<file path="src/common/perf_pkg.sv">
package perf_pkg;

    ////////////////////
    // Window control
    ////////////////////

    typedef enum logic [1:0] {
        IDLE = 2'd0,
        RUN  = 2'd1,
        DONE = 2'd2
    } win_state_e;

    ////////////////////
    // Events and results
    ////////////////////

    // One cycle strobes, decoded from the tapped channels
    typedef struct packed {
        logic ar_hs;
        logic aw_hs;
        logic r_hs;
        logic b_hs;
        logic r_stall;
        logic b_stall;
    } perf_events_t;

    // Reported field width, counters narrower than this are zero extended
    localparam int unsigned RES_W = 32;

    typedef struct packed {
        logic [RES_W-1:0] ar_cnt;
        logic [RES_W-1:0] aw_cnt;
        logic [RES_W-1:0] r_beats;
        logic [RES_W-1:0] b_resps;
        logic [RES_W-1:0] r_stalls;
        logic [RES_W-1:0] b_stalls;
        logic [RES_W-1:0] lat_sum;
        logic [RES_W-1:0] lat_max;
        logic [RES_W-1:0] lat_cnt;
    } perf_result_t;

endpackage

</file>
<file path="src/common/axi_tap_pkg.sv">
package axi_tap_pkg;

    ////////////////////
    // Widths
    ////////////////////

    // Transaction ID width on AR and R
    localparam int unsigned AXI_ID_W = 4;

    typedef logic [AXI_ID_W-1:0] axi_id_t;

    ////////////////////
    // Tapped channels
    ////////////////////

    // Master side control fields
    // Only what the monitor needs, no payloads and no W channel
    typedef struct packed {
        logic    ar_valid;
        axi_id_t ar_id;
        logic    aw_valid;
        logic    r_ready;
        logic    b_ready;
    } axi_req_t;

    // Slave side control fields
    typedef struct packed {
        logic    ar_ready;
        logic    aw_ready;
        logic    r_valid;
        axi_id_t r_id;
        // Last beat of a read burst
        logic    r_last;
        logic    b_valid;
    } axi_rsp_t;

endpackage
</file>
<file path="src/hdl/axi_perf_top.sv">
`timescale 1ns/1ps

module axi_perf_top #(
    parameter int unsigned CNT_W = 32
) (
    input  logic                   clk_i,
    input  logic                   rst_ni,
    input  logic                   start_i,
    input  logic                   stop_i,
    input  logic                   clear_i,
    input  axi_tap_pkg::axi_req_t  axi_req_i,
    input  axi_tap_pkg::axi_rsp_t  axi_rsp_i,
    output logic                   done_o,
    output perf_pkg::perf_result_t results_o
);
    import perf_pkg::*;

    logic             run;
    logic             clear;
    logic [CNT_W-1:0] ar_cnt;
    logic [CNT_W-1:0] aw_cnt;
    logic [CNT_W-1:0] r_beats;
    logic [CNT_W-1:0] b_resps;
    logic [CNT_W-1:0] r_stalls;
    logic [CNT_W-1:0] b_stalls;
    logic [CNT_W-1:0] lat_sum;
    logic [CNT_W-1:0] lat_max;
    logic [CNT_W-1:0] lat_cnt;

    // Counters must fit the reported fields
    if (CNT_W > RES_W) begin : g_width_check
        $error("CNT_W exceeds result field width");
    end

    perf_window_fsm u_window (
        .clk_i   (clk_i),
        .rst_ni  (rst_ni),
        .start_i (start_i),
        .stop_i  (stop_i),
        .clear_i (clear_i),
        .run_o   (run),
        .clear_o (clear),
        .done_o  (done_o)
    );

    latency_timer #(.CNT_W(CNT_W)) u_latency (
        .clk_i     (clk_i),
        .rst_ni    (rst_ni),
        .run_i     (run),
        .clear_i   (clear),
        .axi_req_i (axi_req_i),
        .axi_rsp_i (axi_rsp_i),
        .lat_sum_o (lat_sum),
        .lat_max_o (lat_max),
        .lat_cnt_o (lat_cnt)
    );

    event_counters #(.CNT_W(CNT_W)) u_events (
        .clk_i      (clk_i),
        .rst_ni     (rst_ni),
        .run_i      (run),
        .clear_i    (clear),
        .axi_req_i  (axi_req_i),
        .axi_rsp_i  (axi_rsp_i),
        .ar_cnt_o   (ar_cnt),
        .aw_cnt_o   (aw_cnt),
        .r_beats_o  (r_beats),
        .b_resps_o  (b_resps),
        .r_stalls_o (r_stalls),
        .b_stalls_o (b_stalls)
    );

    ////////////////////
    // Result bundle
    ////////////////////

    // Zero extended to the fixed field width
    always_comb begin
        results_o.ar_cnt   = RES_W'(ar_cnt);
        results_o.aw_cnt   = RES_W'(aw_cnt);
        results_o.r_beats  = RES_W'(r_beats);
        results_o.b_resps  = RES_W'(b_resps);
        results_o.r_stalls = RES_W'(r_stalls);
        results_o.b_stalls = RES_W'(b_stalls);
        results_o.lat_sum  = RES_W'(lat_sum);
        results_o.lat_max  = RES_W'(lat_max);
        results_o.lat_cnt  = RES_W'(lat_cnt);
    end

endmodule

</file>
<file path="src/perf_monitor/event_counters.sv">
`timescale 1ns/1ps

module event_counters #(
    parameter int unsigned CNT_W = 32
) (
    input  logic                  clk_i,
    input  logic                  rst_ni,
    input  logic                  run_i,
    input  logic                  clear_i,
    input  axi_tap_pkg::axi_req_t axi_req_i,
    input  axi_tap_pkg::axi_rsp_t axi_rsp_i,
    output logic [CNT_W-1:0]      ar_cnt_o,
    output logic [CNT_W-1:0]      aw_cnt_o,
    output logic [CNT_W-1:0]      r_beats_o,
    output logic [CNT_W-1:0]      b_resps_o,
    output logic [CNT_W-1:0]      r_stalls_o,
    output logic [CNT_W-1:0]      b_stalls_o
);
    import perf_pkg::*;

    perf_events_t ev;

    ////////////////////
    // Event decode
    ////////////////////

    always_comb begin
        ev.ar_hs   = axi_req_i.ar_valid && axi_rsp_i.ar_ready;
        ev.aw_hs   = axi_req_i.aw_valid && axi_rsp_i.aw_ready;
        ev.r_hs    = axi_rsp_i.r_valid && axi_req_i.r_ready;
        ev.b_hs    = axi_rsp_i.b_valid && axi_req_i.b_ready;
        // Slave has data, master holds off
        ev.r_stall = axi_rsp_i.r_valid && !axi_req_i.r_ready;
        ev.b_stall = axi_rsp_i.b_valid && !axi_req_i.b_ready;
    end

    ////////////////////
    // Counters
    ////////////////////

    // Clear wins over counting, counters wrap at CNT_W
    always_ff @(posedge clk_i) begin
        if (!rst_ni || clear_i) begin
            ar_cnt_o   <= '0;
            aw_cnt_o   <= '0;
            r_beats_o  <= '0;
            b_resps_o  <= '0;
            r_stalls_o <= '0;
            b_stalls_o <= '0;
        end else if (run_i) begin
            ar_cnt_o   <= ar_cnt_o + CNT_W'(ev.ar_hs);
            aw_cnt_o   <= aw_cnt_o + CNT_W'(ev.aw_hs);
            r_beats_o  <= r_beats_o + CNT_W'(ev.r_hs);
            b_resps_o  <= b_resps_o + CNT_W'(ev.b_hs);
            r_stalls_o <= r_stalls_o + CNT_W'(ev.r_stall);
            b_stalls_o <= b_stalls_o + CNT_W'(ev.b_stall);
        end
    end

    // A cycle is either a handshake or a stall on a channel, never both
    assert property (@(posedge clk_i) disable iff (!rst_ni)
        !(ev.r_hs && ev.r_stall) && !(ev.b_hs && ev.b_stall));

endmodule

</file>
<file path="src/perf_monitor/latency_timer.sv">
`timescale 1ns/1ps

module latency_timer #(
    parameter int unsigned CNT_W = 32
) (
    input  logic                  clk_i,
    input  logic                  rst_ni,
    input  logic                  run_i,
    input  logic                  clear_i,
    input  axi_tap_pkg::axi_req_t axi_req_i,
    input  axi_tap_pkg::axi_rsp_t axi_rsp_i,
    output logic [CNT_W-1:0]      lat_sum_o,
    output logic [CNT_W-1:0]      lat_max_o,
    output logic [CNT_W-1:0]      lat_cnt_o
);
    import axi_tap_pkg::*;

    logic             busy_q;
    axi_id_t          id_q;
    logic [CNT_W-1:0] timer_q;
    logic             ar_take;
    logic             r_done;

    // New measurement only when idle and inside the window
    assign ar_take = run_i && !busy_q && axi_req_i.ar_valid && axi_rsp_i.ar_ready;

    // Ends on the last beat of the captured ID only
    assign r_done = run_i && busy_q && axi_rsp_i.r_valid && axi_req_i.r_ready
                  && axi_rsp_i.r_last && (axi_rsp_i.r_id == id_q);

    ////////////////////
    // Tracker
    ////////////////////

    // Leaving RUN drops an open transaction
    always_ff @(posedge clk_i) begin
        if (!rst_ni || clear_i || !run_i) begin
            busy_q <= 1'b0;
        end else if (ar_take) begin
            busy_q <= 1'b1;
        end else if (r_done) begin
            busy_q <= 1'b0;
        end
    end

    // Timer reads 1 in the cycle after the AR handshake
    always_ff @(posedge clk_i) begin
        if (ar_take) begin
            id_q    <= axi_req_i.ar_id;
            timer_q <= CNT_W'(1);
        end else if (busy_q) begin
            timer_q <= timer_q + CNT_W'(1);
        end
    end

    ////////////////////
    // Statistics
    ////////////////////

    always_ff @(posedge clk_i) begin
        if (!rst_ni || clear_i) begin
            lat_sum_o <= '0;
            lat_max_o <= '0;
            lat_cnt_o <= '0;
        end else if (r_done) begin
            lat_sum_o <= lat_sum_o + timer_q;
            lat_cnt_o <= lat_cnt_o + CNT_W'(1);
            if (timer_q > lat_max_o) begin
                lat_max_o <= timer_q;
            end
        end
    end

    // Timer starts at 1, so zero while busy means it wrapped
    assert property (@(posedge clk_i) disable iff (!rst_ni)
        busy_q |-> timer_q != '0);

endmodule

</file>
<file path="src/perf_monitor/perf_window_fsm.sv">
`timescale 1ns/1ps

module perf_window_fsm (
    input  logic clk_i,
    input  logic rst_ni,
    input  logic start_i,
    input  logic stop_i,
    input  logic clear_i,
    output logic run_o,
    output logic clear_o,
    output logic done_o
);
    import perf_pkg::*;

    win_state_e state_q;
    win_state_e state_d;
    logic       clear_q;

    // Next state, clear beats stop beats start
    always_comb begin
        state_d = state_q;
        if (clear_i) begin
            state_d = IDLE;
        end else if (stop_i && state_q == RUN) begin
            state_d = DONE;
        end else if (start_i && state_q == IDLE) begin
            state_d = RUN;
        end
    end

    always_ff @(posedge clk_i) begin
        if (!rst_ni) begin
            state_q <= IDLE;
            clear_q <= 1'b0;
        end else begin
            state_q <= state_d;
            clear_q <= clear_i;
        end
    end

    assign run_o  = (state_q == RUN);
    assign done_o = (state_q == DONE);

    // One cycle clear, even if the request is held
    assign clear_o = clear_i && !clear_q;

    ////////////////////
    // Checks
    ////////////////////

    assert property (@(posedge clk_i) disable iff (!rst_ni)
        !(run_o && done_o));

endmodule

</file>
<file path="config.mk">
export PLATFORM = sky130hd
export DESIGN_NAME = axi_perf_top
export DESIGN_NICKNAME = d
export VERILOG_FILES = /design/src/common/perf_pkg.sv /design/src/common/axi_tap_pkg.sv /design/src/hdl/axi_perf_top.sv /design/src/perf_monitor/event_counters.sv /design/src/perf_monitor/latency_timer.sv /design/src/perf_monitor/perf_window_fsm.sv
export SDC_FILE = /design/constraint.sdc
export NUM_CORES = 1
export LEC_CHECK = 0
export ABC_AREA = 1
export BUFFER_PORTS_ARGS = -buffer_cell sky130_fd_sc_hd__buf_2
export CAP_MARGIN = 20
export CELL_PAD_IN_SITES_DETAIL_PLACEMENT = 1
export CELL_PAD_IN_SITES_GLOBAL_PLACEMENT = 1
export CORE_AREA = 2 2 271 206
export CTS_CLUSTER_DIAMETER = 120
export DETAILED_ROUTE_END_ITERATION = 6
export DIE_AREA = 0 0 273 208
export PLACE_DENSITY_LB_ADDON = 0.1
export SLEW_MARGIN = 15
export SYNTH_ARGS = -nofsm -noshare
export SYNTH_HDL_FRONTEND = slang
export SYNTH_SLANG_ARGS = --single-unit
</file>
<file path="constraint.sdc">
create_clock -name clk_i -period 2.3 [get_ports clk_i]
set_clock_uncertainty 0.15 [all_clocks]
set_input_delay 0.46 -clock clk_i [delete_from_list [all_inputs] [get_ports clk_i]]
set_output_delay 0.46 -clock clk_i [all_outputs]
set_load 0.005 [all_outputs]
</file>
==> key figures <==
Clock network
  • Worst-Skew Late Latency: roughly 0.56 ns
  • CTS root buf: clkbuf_16
  • H-tree depth: 2
  • TritonCTS clock tree: yes
  • Clk slew on worst S/H paths: around 0.06 ns
  • # clock sinks: 328
  • Total CTS buffers: 40
  • CTS max path bufs: 3

Final layout
  • Final std cells w/o fill: approximately 4300
  • Fillcell total: between 7000 and 8000
  • Fin nets: roughly 3700
  • Multi-input gate area: approximately 12000 sq um
  • Ant diodes: 0
  • Final Cell Area: roughly 26000 sq um
  • Sequential cell area: between 6000 and 7000 sq um
  • Fin util: a little under half
  • Share of cells above drive strength 1: a little over a fifth
  • Area grow syn2layout: 28.66%

Synthesis
  • Yosys cell types: 50
  • Synth top area share: about a third
  • Syn avg cell area: roughly 6.5 sq um
  • Post-synth top cells: 850 x nand2_1, 404 x inv_1, 375 x nor2_1, 324 x dfxtp_1, 245 x a21oi_1
  • Mux contribution to synthesized area: 0%
  • Post-Syn Nets: approximately 3200
  • Most numerous cell in the Yosys netlist: nand2_1
  • Share of the yosys chip area belonging to registers: between 30% and 40%
  • Synthesis Warnings: 0
  • Synth Instances: just over 3000
  • Post-synthesis compound-gate area fraction: between 10% and 20%
  • Synth Register Bits: between 300 and 400
  • Main combinational cell family by area after synthesis: simple AND/OR/NAND/NOR gates
  • Synth area leaders: dfxtp_1 33%, nand2_1 16%, inv_1 7.6%
  • Top FF cell, synth: dfxtp_1
  • Post-synthesis xor/xnor area fraction: 4.797%
  • Area share of fa/ha/maj cells after synthesis: ~4.9%
  • Cell Area, Synth: ~20000 sq um
  • Async SR Flop Fraction: 0%
  • Post-Synth Simple-Gate Area: about 37%
  • Largest area contributor in the netlist: dfxtp_1
  • EDFF count, synth: 4

Place
  • Area after DPL: 23550 sq um
  • Post-placement cell count: roughly 4200
  • Final Wtd Congestion: 0.9289
  • PortBufs: 310
  • DP HPWL: 58900 microns

Worst hold path
  • Worst hold path class: input pin to flop
  • Worst Min Path Start: rst_ni
  • Hold endpoint: u_window.state_q[1]$_SDFFE_PP0P_
  • Hold Path Depth: 3

Critical path
  • Most used cell, CP: nand2_2
  • Slowest cell on the critical path: dfxtp_2
  • Req. time, crit path: ~2.6 ns
  • R2R Setup Slk: 0.08 ns
  • Max incr delay on CP: roughly 0.34 ns
  • CP bufs+invs: 3
  • Cells on worst reg2reg path: 13
  • Crit path max fanout: 8
  • Crit path max-delay family: simple AND/OR/NAND/NOR gates
  • Startpoint types: flop
  • R2R Path End: u_latency.lat_max_o[28]$_SDFFE_PP0P_
  • Crit Path Category: flop to flop
  • CP endpoint kind: flop
  • R2r startpoint: u_latency.lat_max_o[18]$_SDFFE_PP0P_
  • Critical path cell sequence: inv_1 -> ha_1 -> nand2_2 -> inv_2 -> nand2_1 -> nand2_2 -> nand2_2 -> nand3_4 -> a21oi_4 -> nand2_8 -> clkbuf_16 -> a21oi_1 -> nor2_1
  • Data arrival, critical path: approximately 2.5 ns

Routing
  • Vias per cell: 5.054
  • Total Wirelength: 76640 microns
  • Iter 0 DRT Violations: ~1200
  • Total number of vias: between 20000 and 25000
  • Routed WL per cell: between 15 and 20 microns
  • # DRC: 0
  • 1st-pass router iterations: 5
  • Routed Antenna Nets: 0

Global routing
  • Initial antenna violation count: 0
  • Largest net degree at the start of global routing: about 90
  • Tot GR Track Use: 25.84%
  • First-pass GRT wire length: approximately 120000 microns
  • Grt ovf: 0
  • Vias in the first global route: 21792

Timing
  • Max transition margin: a little under three fifths
  • # setup viols final: 0
  • Final worst path period share: 96.34%
  • Min cycle time layout: about 2.2 ns
  • Final Hold Vio Count: 0
  • Worst-Margin Slew: between 0.6 and 0.7 ns
  • Hold Slack: 0.05434 ns
  • Unrepaired setup endpoints after global routing: true
  • Final max-slew violation count: 0
  • Max Fclk: 451.3 MHz

Power and ir drop
  • Peak supply drop: about 0.00056 V
  • Clk pwr share: between 40% and 50%
  • Internal: 10.50 mW
  • Power Total: 14.42 mW
  • Power density over the cells: about 560 nW/um^2
  • Sw Pwr: between 3 and 4 mW
  • Seq pwr share: between 40% and 50%
  • Comb power frac: a little over an eighth
  • Total leakage power: approximately 11 nW
  • Net Sw Frac: 27.17%

Run status
  • Status: finished clean

Floorplan
  • Core ar.: approximately 54000 sq um
  • Die area: 56780 sq um
  • IO Pins: 311
  • Initial Utilization: approximately 37%
  • Die Span X: around 270 microns
  • Overall die height: ~210 microns
  • Rows: 74

Run
  • Maximum Capacitance Violations: 0
==> sequential cells by signal, summed over array words and instances, names as in the netlist, 2 cells and up <==
signal and flops:
u_events.b_stalls_o 32, u_events.aw_cnt_o 32, u_latency.lat_max_o 32, u_window.state_q 2, u_latency.timer_q 32, u_latency.id_q 4, u_latency.lat_sum_o 32, u_events.r_stalls_o 32
u_events.b_resps_o 32, u_events.ar_cnt_o 32, u_latency.lat_cnt_o 32, u_events.r_beats_o 32
==> how the worst max path moves through the flow <==
| stage | startpoint | endpoint | depth (start not counted) |
|---|---|---|---|
| after detailed placement | axi_rsp_i[6] | u_events.r_beats_o[30]$_SDFFE_PP0N_ | 16 |
| after CTS | u_latency.lat_max_o[23]$_SDFFE_PP0P_ | u_latency.lat_max_o[16]$_SDFFE_PP0P_ | 13 |
| after global placement | axi_rsp_i[6] | u_events.r_beats_o[30]$_SDFFE_PP0N_ | 16 |
| after global routing | u_latency.lat_max_o[27]$_SDFFE_PP0P_ | u_latency.lat_max_o[21]$_SDFFE_PP0P_ | 13 |
| final | u_latency.lat_max_o[18]$_SDFFE_PP0P_ | u_latency.lat_max_o[28]$_SDFFE_PP0P_ | 13 |
| after floorplan | axi_rsp_i[6] | u_events.r_beats_o[30]$_SDFFE_PP0N_ | 15 |
==> placed cells by master (no fill, tap or decap), types with 9 or more instances in the layout <==
cell         n
a21oi_1    229
a21oi_2     15
buf_12      17
buf_2      310
buf_4      162
clkbuf_16   46
clkbuf_8     9
clkinv_2    12
dfxtp_1    292
dfxtp_2     29
ha_1        64
inv_1      400
nand2_1    832
nand2_2     32
nand3_1    160
nand3b_1    12
nand4_1     49
nor2_1     362
nor2_2      21
nor2_4      18
nor3_1     120
nor3b_1     11
nor4_1      12
o21a_1      23
o21ai_0    101
o21bai_1    15
xnor2_1     44
xor2_1      65
==> logic make-up (layout without fill, tap and decap cells) <==
family / Yosys count / after routing
compound gates: 404 / 404
xor+xnor: 109 / 109
fa+ha+maj: 78 / 78
buf+inv: 477 / 983
flops: 328 / 328
simple gates: 1676 / 1677
==> metrics by stage <==
stage	setup TNS [ns]	worst slack (ns)
finish	0	0.08409
global route	-0.04151	-0.01405
CTS	0	0.006217
detailed placement	-9.530	-0.3562
global placement	-4.479	-0.2992
floorplan	0	0.07629
==> tightest hold or removal path: stages <==
cell and delay, ns:
buf_2 0.13, nand2_1 0.08, a21oi_1 0.04
==> cell type report <==
cell class,instances,area share (%)
tap,722,3.528
sequential,328,25.98
inverter,408,5.990
multi-input combinational,2268,46.20
timing repair buffer,504,13.03
clock buffer,55,4.564
clock inverter,16,0.7036
==> repair_timing <==
item                                   CTS  global route
setup endpoints to repair                8            75
resized for setup                        2           121
hold buffers                             7             0
gates cloned                             0             9
endpoints found under the hold margin    6             0
setup buffers                            0             8
pin swaps                                0            19
==> per-layer routing <==
metal / routed length (microns) / track usage [%] / vias up
li1: - / - / 10795
met1: 38030 / 37.42 / 10402
met2: 32780 / 39.68 / 432
met3: 3952 / 4.086 / 108
met4: 1875 / 6.765 / 0
met5: 0 / 0 / -
==> power by group through the flow <==
stage	combinational, mW	sequential [mW]	clock (mW)
floorplan	0.801	5.95	0
global placement	1.34	5.97	0
detailed placement	1.39	5.97	0
CTS	1.40	5.84	6.83
global route	2.03	5.86	7.05
finish	1.89	5.86	6.66
(Power assumes the default switching activity.)
